### config.mk
export PLATFORM = sky130hd
export DESIGN_NAME = io_subsys
export DESIGN_NICKNAME = d
export VERILOG_FILES = /design/src/io_pkg.sv /design/src/io_bus_if.sv /design/src/io_ctrl.sv /design/src/gpio_port.sv /design/src/task_table.sv /design/src/io_subsys.sv
export VERILOG_INCLUDE_DIRS = /design/src
export SDC_FILE = /design/constraint.sdc
export NUM_CORES = 1
export LEC_CHECK = 0
export BUFFER_PORTS_ARGS = -buffer_cell sky130_fd_sc_hd__buf_2
export CELL_PAD_IN_SITES_DETAIL_PLACEMENT = 1
export CELL_PAD_IN_SITES_GLOBAL_PLACEMENT = 2
export CORE_MARGIN = 3
export CORE_UTILIZATION = 36
export DETAILED_ROUTE_END_ITERATION = 10
export GPL_TIMING_DRIVEN = 1
export PLACE_DENSITY_LB_ADDON = 0.25
export REMOVE_ABC_BUFFERS = 1
export SLEW_MARGIN = 20
export SYNTH_ARGS = -nofsm -noshare
export SYNTH_HDL_FRONTEND = slang
export SYNTH_HIERARCHICAL = 1
export SYNTH_SLANG_ARGS = --single-unit
### constraint.sdc
create_clock -name clk -period 3.2 [get_ports clk]
set_input_delay 0.16 -clock clk [delete_from_list [all_inputs] [get_ports clk]]
set_output_delay 0.16 -clock clk [all_outputs]
set_load 0.005 [all_outputs]
### src/io_params.svh
`ifndef IO_PARAMS_SVH
`define IO_PARAMS_SVH

// bus geometry
`define IO_WIDTH 16
`define IO_SLOTS 4 // hardware slots in the core

// one-hot io address bits
`define IO_A_GPIO    0  // gpio data
`define IO_A_DIR     1  // gpio direction, 1 is output
`define IO_A_TASK1   8  // slot 1 token
`define IO_A_TASK2   9  // slot 2 token
`define IO_A_TASK3   10 // slot 3 token

// own task fetch on read
// kill request nibble on write
`define IO_A_TASKSEL 14

// slot id on read, mask set on write
`define IO_A_SLOT    15

`endif

### src/io_pkg.sv
`default_nettype none

`include "io_params.svh"

package io_pkg;

  // one bus word, data or one-hot address
  typedef logic [`IO_WIDTH-1:0] io_word_t;

  // slot number as driven by the core
  typedef logic [$clog2(`IO_SLOTS)-1:0] slot_t;

  // one bit per slot
  typedef logic [`IO_SLOTS-1:0] slot_mask_t;

endpackage

`default_nettype wire

### src/io_bus_if.sv
`timescale 1ns/1ns
`default_nettype none

// registered io access, one cycle behind the core
interface io_bus_if;

  logic             rd;    // read strobe
  logic             wr;    // write strobe
  io_pkg::io_word_t addr;  // one-hot, zero when idle
  io_pkg::io_word_t wdata; // write data
  io_pkg::slot_t    slot;  // slot that made the access
  io_pkg::io_word_t mask;  // mask of that slot

  // controller owns the stage
  modport ctrl (
    output rd, wr, addr, wdata, slot, mask
  );

  // devices only look at it
  modport dev (
    input rd, wr, addr, wdata, slot, mask
  );

endinterface

`default_nettype wire

### src/io_ctrl.sv
`timescale 1ns/1ns
`default_nettype none

`include "io_params.svh"

module io_ctrl import io_pkg::*; (
  input  wire logic       clk,
  input  wire logic       resetq,
  // core side
  input  wire logic       io_rd,
  input  wire logic       io_wr,
  input  wire io_word_t   io_addr,
  input  wire slot_t      io_slot,
  input  wire io_word_t   io_wdata,
  output io_word_t        io_rdata,
  // registered stage to the devices
  io_bus_if.ctrl          bus,
  // device read words
  input  wire io_word_t   gpio_rd,
  input  wire io_word_t   dir_rd,
  input  wire io_word_t   [3:1] task_rd, // tokens of slots 1..3
  input  wire io_word_t   own_task
);

  logic     rd_q, wr_q;
  io_word_t addr_q;
  io_word_t wdata_q;
  slot_t    slot_q;

  io_word_t mask_q [`IO_SLOTS]; // one mask per slot
  io_word_t mask_cur;
  io_word_t rd_or;              // selected sources before masking

  // input stage, everything one cycle late
  always_ff @(posedge clk) begin
    if (!resetq) begin
      rd_q   <= 1'b0;
      wr_q   <= 1'b0;
      addr_q <= '0;
    end else begin
      rd_q <= io_rd;
      wr_q <= io_wr;
      // no strobe, no select
      addr_q <= (io_rd | io_wr) ? io_addr : '0;
    end
  end

  always_ff @(posedge clk) begin
    wdata_q <= io_wdata;
    slot_q  <= io_slot;
  end

  // mask lives for exactly one access of the same slot
  always_ff @(posedge clk) begin
    if (!resetq) begin
      for (int s = 0; s < `IO_SLOTS; s++)
        mask_q[s] <= '1;
    end else if (rd_q | wr_q) begin
      if (wr_q & addr_q[`IO_A_SLOT])
        mask_q[slot_q] <= wdata_q; // armed for the next access
      else
        mask_q[slot_q] <= '1;      // used up, back to all ones
    end
  end

  assign mask_cur = mask_q[slot_q];

  // drive the shared stage
  assign bus.rd    = rd_q;
  assign bus.wr    = wr_q;
  assign bus.addr  = addr_q;
  assign bus.wdata = wdata_q;
  assign bus.slot  = slot_q;
  assign bus.mask  = mask_cur;

  // wired-or of every selected source
  always_comb begin
    rd_or = '0;
    if (addr_q[`IO_A_GPIO])
      rd_or |= gpio_rd;
    if (addr_q[`IO_A_DIR])
      rd_or |= dir_rd;
    for (int i = 1; i <= 3; i++) begin
      if (addr_q[`IO_A_TASK1 + i - 1])
        rd_or |= task_rd[i]; // raw token, bit 0 included
    end
    if (addr_q[`IO_A_TASKSEL])
      rd_or |= own_task;
    if (addr_q[`IO_A_SLOT])
      rd_or |= io_word_t'(slot_q); // zero extended slot id
  end

  // cleared mask bits read as zero
  assign io_rdata = rd_or & mask_cur;

endmodule

`default_nettype wire

### src/gpio_port.sv
`timescale 1ns/1ns
`default_nettype none

`include "io_params.svh"

module gpio_port import io_pkg::*; (
  input  wire logic     clk,
  input  wire logic     resetq,
  io_bus_if.dev         bus,
  // pins
  input  wire io_word_t gpio_in,
  output io_word_t      gpio_out,
  output io_word_t      gpio_oe,
  // read words
  output io_word_t      gpio_rd,
  output io_word_t      dir_rd
);

  io_word_t out_q;   // output data register
  io_word_t dir_q;   // 1 is output
  io_word_t out_nxt;
  io_word_t dir_nxt;

  logic we_out;
  logic we_dir;

  assign we_out = bus.wr & bus.addr[`IO_A_GPIO];
  assign we_dir = bus.wr & bus.addr[`IO_A_DIR];

  // masked bits from the core
  // the rest copied from the pins
  assign out_nxt = (bus.wdata & bus.mask) | (gpio_in & ~bus.mask);

  // masked bits change, others hold
  assign dir_nxt = (bus.wdata & bus.mask) | (dir_q & ~bus.mask);

  always_ff @(posedge clk) begin
    if (!resetq) begin
      out_q <= '0;
      dir_q <= '0; // all pins input
    end else begin
      if (we_out)
        out_q <= out_nxt;
      if (we_dir)
        dir_q <= dir_nxt;
    end
  end

  assign gpio_out = out_q;
  assign gpio_oe  = dir_q;

  // pin level is what the core reads back
  assign gpio_rd = gpio_in;
  assign dir_rd  = dir_q;

endmodule

`default_nettype wire

### src/task_table.sv
`timescale 1ns/1ns
`default_nettype none

`include "io_params.svh"

module task_table import io_pkg::*; (
  input  wire logic clk,
  input  wire logic resetq,
  io_bus_if.dev     bus,
  // read words
  output io_word_t  [3:1] task_rd,
  output io_word_t  own_task,
  // to the core scheduler
  output slot_mask_t kill_slots,
  output io_word_t  task_xt_slot1,
  output io_word_t  task_xt_slot2,
  output io_word_t  task_xt_slot3
);

  io_word_t   xt_q [3:1]; // slot 0 has no token
  slot_mask_t kill_q;
  io_word_t   own_raw;    // token of the accessing slot
  logic       fetch;      // own task read

  assign fetch = bus.rd & bus.addr[`IO_A_TASKSEL];

  // select the accessing slot's token
  always_comb begin
    case (bus.slot)
      2'd1:    own_raw = xt_q[1];
      2'd2:    own_raw = xt_q[2];
      2'd3:    own_raw = xt_q[3];
      default: own_raw = '0; // slot 0 always starts from zero
    endcase
  end

  // valid xts are even, bit 0 is the run once flag
  assign own_task = {own_raw[`IO_WIDTH-1:1], 1'b0};

  always_ff @(posedge clk) begin
    if (!resetq) begin
      for (int i = 1; i <= 3; i++)
        xt_q[i] <= '0;
      kill_q <= '0;
    end else if (bus.wr) begin
      // any slot may set any token, several at once
      for (int i = 1; i <= 3; i++) begin
        if (bus.addr[`IO_A_TASK1 + i - 1])
          xt_q[i] <= bus.wdata;
      end
      // kill nibble only on a tasksel write
      kill_q <= bus.addr[`IO_A_TASKSEL] ? bus.wdata[`IO_SLOTS-1:0] : '0;
    end else if (fetch && bus.slot != '0) begin
      // run once tokens clear after their own fetch
      if (own_raw[0])
        xt_q[bus.slot] <= '0;
    end
  end

  always_comb begin
    for (int i = 1; i <= 3; i++)
      task_rd[i] = xt_q[i]; // raw tokens for the task addresses
  end

  assign kill_slots    = kill_q;
  assign task_xt_slot1 = xt_q[1];
  assign task_xt_slot2 = xt_q[2];
  assign task_xt_slot3 = xt_q[3];

endmodule

`default_nettype wire

### src/io_subsys.sv
`timescale 1ns/1ns
`default_nettype none

module io_subsys import io_pkg::*; (
  input  wire logic       clk,
  input  wire logic       resetq,
  // core io bus
  input  wire logic       io_rd,
  input  wire logic       io_wr,
  input  wire io_word_t   io_addr,
  input  wire slot_t      io_slot,
  input  wire io_word_t   io_wdata,
  output io_word_t        io_rdata,
  // gpio pins, pad split into out, oe and in
  output io_word_t        gpio_out,
  output io_word_t        gpio_oe,
  input  wire io_word_t   gpio_in,
  // task scheduler side
  output slot_mask_t      kill_slots,
  output io_word_t        task_xt_slot1,
  output io_word_t        task_xt_slot2,
  output io_word_t        task_xt_slot3
);

  io_bus_if bus0 (); // registered stage

  io_word_t       gpio_rd;
  io_word_t       dir_rd;
  io_word_t [3:1] task_rd;
  io_word_t       own_task;

  io_ctrl ctrl0 (
    .clk      (clk),
    .resetq   (resetq),
    .io_rd    (io_rd),
    .io_wr    (io_wr),
    .io_addr  (io_addr),
    .io_slot  (io_slot),
    .io_wdata (io_wdata),
    .io_rdata (io_rdata),
    .bus      (bus0.ctrl),
    .gpio_rd  (gpio_rd),
    .dir_rd   (dir_rd),
    .task_rd  (task_rd),
    .own_task (own_task)
  );

  gpio_port gpio0 (
    .clk      (clk),
    .resetq   (resetq),
    .bus      (bus0.dev),
    .gpio_in  (gpio_in),
    .gpio_out (gpio_out),
    .gpio_oe  (gpio_oe),
    .gpio_rd  (gpio_rd),
    .dir_rd   (dir_rd)
  );

  task_table task0 (
    .clk           (clk),
    .resetq        (resetq),
    .bus           (bus0.dev),
    .task_rd       (task_rd),
    .own_task      (own_task),
    .kill_slots    (kill_slots),
    .task_xt_slot1 (task_xt_slot1),
    .task_xt_slot2 (task_xt_slot2),
    .task_xt_slot3 (task_xt_slot3)
  );

endmodule

`default_nettype wire

# Word-level counts from Yosys, hierarchy flattened
# Memory sizes are Yosys's and may differ from the RTL's. A register that Yosys moved wholly into a read port is not among the register bits.
# Index checks and enable logic that the tools add are counted.
# op_classes
div	0
n_shift	0
n_mul	0
add_sub_neg	0
reduce_logical	5
magnitude_cmp	0
n_bitwise	23
muxes	45
n_eq_ne	3
# ops
operator	count
16-bit 2-to-1 mux	13
16-bit bitwise OR	7
16-bit bitwise AND	4
16-bit one-hot mux with 3 select lines	1
16-bit OR reduction	2
1-bit 2-to-1 mux	28
16-bit NOT	1
16-bit by 2-bit bitwise OR with 16-bit output	1
1-bit bitwise OR	6
1-bit bitwise AND	4
2-bit == test, second input constant	2
2-bit 2-to-1 mux	2
4-bit 2-to-1 mux	1
2-bit by 1-bit == test with 1-bit output, second input constant	1
2-bit AND reduction	1
2-bit nonzero test	1
1-bit logical AND	1
# totals
reg_bits	72
output_inout_bits	100
ramBits	112
latch_bits	0
mem_bits_ro	0
wordCells	86
memories	2
# mem_list
name	words	width	read_ports	rd_ports_with_merged_regs	wr	line	text
ctrl0.mask_q	4	16	1	1	4	io_ctrl.sv:30	io_word_t mask_q [`IO_SLOTS];
task0.xt_q	3	16	3	0	3	task_table.sv:20	io_word_t xt_q [3:1];

# Logic depth before layout (Yosys ltp)
# depth
word_depth	14
ltp_mapped	7
ltp_nobuf	5

# Cells and area by module
# The synthesis kept the hierarchy.
# modules_own_cells
module	instances	area_per_inst_um2	cells_each
io_ctrl	1	4230.3	297
task_table	1	2615.0	323
gpio_port	1	1764.2	193

# Least setup slack after synthesis
# No wires, ideal clock.
# synth_timing
kind	reg-to-reg
from	register ctrl0.slot_q[0] (netlist: ctrl0/bus.slot[0])
to	memory ctrl0/mask_q[2][0] (netlist bit) (enable)
synth_period_minus_slack_ns	2.480
t_arrival_ns	2.069
path_slack_ns	0.720
stages_incl_launch_ff	5
cell_sequence	dfxtp_1 buf_4 nand2b_1 clkbuf_1 o21ai_0
# synth_lines
element	line	text
from (decl)	io_ctrl.sv:28	slot_t slot_q;
from (signal assigned)	io_ctrl.sv:50	slot_q <= io_slot;
to (decl)	io_ctrl.sv:30	

# Worst setup path in the final report
# layout_timing
from	register ctrl0.slot_q[0] (netlist: ctrl0/bus.slot[0])
to	output port io_rdata[8]
# layout_via
elab_chain_len	7
# layout_rtl
element	line	text
2-bit == test / 2-bit by 1-bit == test with 1-bit output (equally long branches)	task_table.sv:29	case (bus.slot)
16-bit one-hot mux with 3 select lines *	task_table.sv:29	
net own_task[8]	io_subsys.sv:30	io_word_t own_task;
16-bit bitwise OR *	io_ctrl.sv:88	rd_or |= own_task;
16-bit 2-to-1 mux *	io_ctrl.sv:87	if (addr_q[`IO_A_TASKSEL])
16-bit by 2-bit bitwise OR with 16-bit output	io_ctrl.sv:90	rd_or |= io_word_t'(slot_q);
16-bit 2-to-1 mux *	io_ctrl.sv:89	if (addr_q[`IO_A_SLOT])
16-bit bitwise AND *	io_ctrl.sv:94	assign io_rdata = rd_or & mask_cur;
to (decl)	io_subsys.sv:13	output io_word_t io_rdata,
# Mark *: on every way through the listed nets, which the timed path passes. The rest lies on a longest branch.

==> summary.txt <==
Pwr
  – Net Sw Frac: 0.251
  – Comb power frac: 0.081
  – P_sw: 1.19 mW
  – Power share of the clock group: 0.408
  – Internal power: 3.55 mW
  – Pleak: 3.57 nW
  – Worst vdd ir: 0.278 mV
  – Pwr Density: 494 nW/µm²
  – Total power: 4.74 mW
  – Register share of total power: 0.510

Worst hold path
  – Hold depth: 3
  – Hold_sp: gpio_in[7]
  – Hold crit path type: input port to flip-flop
  – WHS Endpoint: gpio0/gpio_out[7]$_SDFFE_PN0P_

Cells and area
  – Fin nets: 924
  – Share of cells above drive strength 1: 0.310
  – Antenna fix cells: 0
  – Sequential cell area: 4150 µm²
  – Multi-input gate area: 3330 µm²
  – Final instance area: 9590 µm²
  – Area grow syn2layout: 14.5%
  – Fill count: 2542

Worst setup path
  – Critical path's most frequent cell: a22o_1
  – Worst endpoint data arrival time: 2670 ps
  – R2R depth: 4
  – CP required: 3040 ps
  – Buf+Inv Stages, Crit Path: 2
  – CP endpoint kind: output pin
  – Family with the most delay on the worst path: flip-flops
  – Crit-path max FO: 18
  – FF-to-FF End: task0/xt_q[2][6]$_SDFFE_PP0P_
  – Reg2Reg Setup Slack: 820 ps
  – Crit path largest cell delay: 750 ps
  – Critical Path Start Type: flip-flop
  – Critical-path top delay cell: dfxtp_2
  – Setup Crit Path Kind: flip-flop to output pin
  – Worst r2r src: ctrl0/bus.slot[1]$_DFF_P_
  – Worst path cell trace: buf_4, mux2_2, a22o_1, a22o_1, a221oi_1, a21boi_0, buf_2

Logic synthesis
  – Synth warnings: 6
  – Post-Synthesis Cells: 795
  – Post-Syn Area: 8370 µm²
  – Syn_area_per_cell: 10.5 µm²

CTS
  – Setup Buffers After CTS: 0
  – Clock transition at the registers of the reported paths: 70 ps
  – Worst-case clock buffer depth: 2
  – Clock net sink count: 175
  – CTS Root Cell: clkbuf_16
  – TritonCTS clock tree: yes
  – Clock buffer count from CTS: 17
  – # H-tree levels: 4
  – Clock latency on the worst-skew pair: 430 ps

Die
  – Top Ports: 154
  – Chip width: 159 µm
  – Initial Util: 0.368
  – # rows: 55
  – Die Y-Extent: 159 µm
  – Placeable Area: 22800 µm²
  – DIE AREA: 25100 µm²

Global route
  – Global-route wire length before repair: 40700 µm
  – Initial antenna violation count: 0
  – Largest net degree at the start of global routing: 49
  – Vias in the first global route: 6830
  – Grt ovf: 0
  – Overall routing resource usage: 0.219

Place
  – Placed wire-length estimate: 17300 µm
  – Port buffer count: 144
  – Routability Congestion: 0.782
  – Place WS: 816 ps
  – Cell Area, Placed: 8780 µm²

STA
  – FMAX: 354 MHz
  – Final Max Tran Viols: 0
  – Rel. slew slack: 0.263
  – Post-route minimum period: 2830 ps
  – Setup Viol. Count Final: 0
  – RSZ-0062 raised after global routing: false
  – Post-route setup slack: 373 ps
  – Clock skew: 13.4 ps
  – Final hold vios: 0
  – Worst Tran Pin Value: 1110 ps
  – Fin crit share: 0.884

Drt
  – Wirelength per Cell: 22.9 µm
  – Pre-Repair DR Iteration Count: 4
  – Initial drt markers: 309
  – ANT nets after route: 0
  – Via count: 6457
  – Routed WL: 27400 µm
  – Drt drc: 0
  – Routed vias/inst: 5.40

Flow run
  – MaxCap Viol Count: 0

Outcome
  – Outcome: finished, final reports clean
worst register-to-register path, delay by kind of cell (launching register included):
kind                   cells  cell delay, ps
buffers and inverters      1             360
flip-flops                 1             720
AND/OR/NAND/NOR            1             160
AO/OA/AOI/OAI              2             960
how the worst max path moves through the flow:
stage,startpoint,endpoint,cells past startpoint
after floorplan,ctrl0/bus.slot[0]$_DFF_P_,ctrl0/mask_q[1][0]$_SDFFCE_PN1P_,2
final,ctrl0/bus.slot[0]$_DFF_P_,io_rdata[8],7
after global placement,ctrl0/bus.slot[0]$_DFF_P_,io_rdata[8],7
after CTS,ctrl0/bus.slot[0]$_DFF_P_,io_rdata[8],7
after global routing,ctrl0/bus.slot[0]$_DFF_P_,io_rdata[8],7
after detailed placement,ctrl0/bus.slot[0]$_DFF_P_,io_rdata[8],7
metal layers:
layer	vias to the layer above	wire length, µm	track usage	part of all wire
met1	3308	11600	0.270	0.42
met2	184	14000	0.388	0.51
met4	0	697	0.0733	0.025
met5	-	0	0	0
met3	50	1120	0.0381	0.041
li1	2915	-	-	-
final cells by class:
type,instances,area share
clock inverter,11,0.00678
inverter,1,0.000391
sequential,175,0.432
clock buffer,21,0.0492
multi-input combinational,480,0.347
tap,313,0.0408
timing repair buffer,195,0.123
placed cells by master (no fill, tap or decap), types with 4 or more instances in the layout:
cell type	n
clkinv_2	5
or2_1	10
nand2b_1	6
buf_4	23
a21oi_1	62
a211oi_2	10
a21boi_0	19
a22oi_1	14
dfxtp_1	108
nand3_1	21
clkbuf_16	18
buf_2	144
edfxtp_1	64
o21ai_2	5
nor2_1	4
a221oi_1	16
or3_1	32
dlygate4sd3_1	27
mux2_2	15
or2_2	22
and2_1	12
nand2_1	129
a22o_1	31
a211oi_1	6
mux4_2	16
mux2i_1	32
registers in the layout, summed over array words and instances (netlist names), named ones only:
register	flops
ctrl0/bus.slot	2
task0/xt_q	48
ctrl0/bus.wdata	16
task0/kill_slots	4
ctrl0/bus.addr	7
gpio0/gpio_out	16
ctrl0/mask_q	64
ctrl0/bus.wr	1
ctrl0/bus.rd	1
repair_timing:
| action | CTS | global route |
|---|---|---|
| hold buffers | 26 | 1 |
| setup endpoints to repair | 0 | 0 |
| gates resized for setup | 0 | 0 |
| hold endpoints to repair | 26 | 1 |
power by group through the flow:
stage | logic [mW] | registers, mW | clock network, mW
2_1_floorplan | 0.132 | 2.47 | 0
3_3_place_gp | 0.352 | 2.46 | 0
3_5_place_dp | 0.361 | 2.47 | 0
4_1_cts | 0.387 | 2.42 | 1.99
5_1_grt | 0.415 | 2.43 | 2.07
6_report | 0.386 | 2.42 | 1.93
through the flow:
step	std cells	setup TNS, ps	util	hold WS (ps)
after CTS	1195	0	0.421	1.68
after floorplan	656	-5810	-	188
after detailed placement	1137	0	0.386	264
after global placement	1137	0	0.386	262
final	1196	0	0.421	93.5
after global routing	1196	0	0.421	98.3
Note: power is estimated with default switching activity, not from simulation.
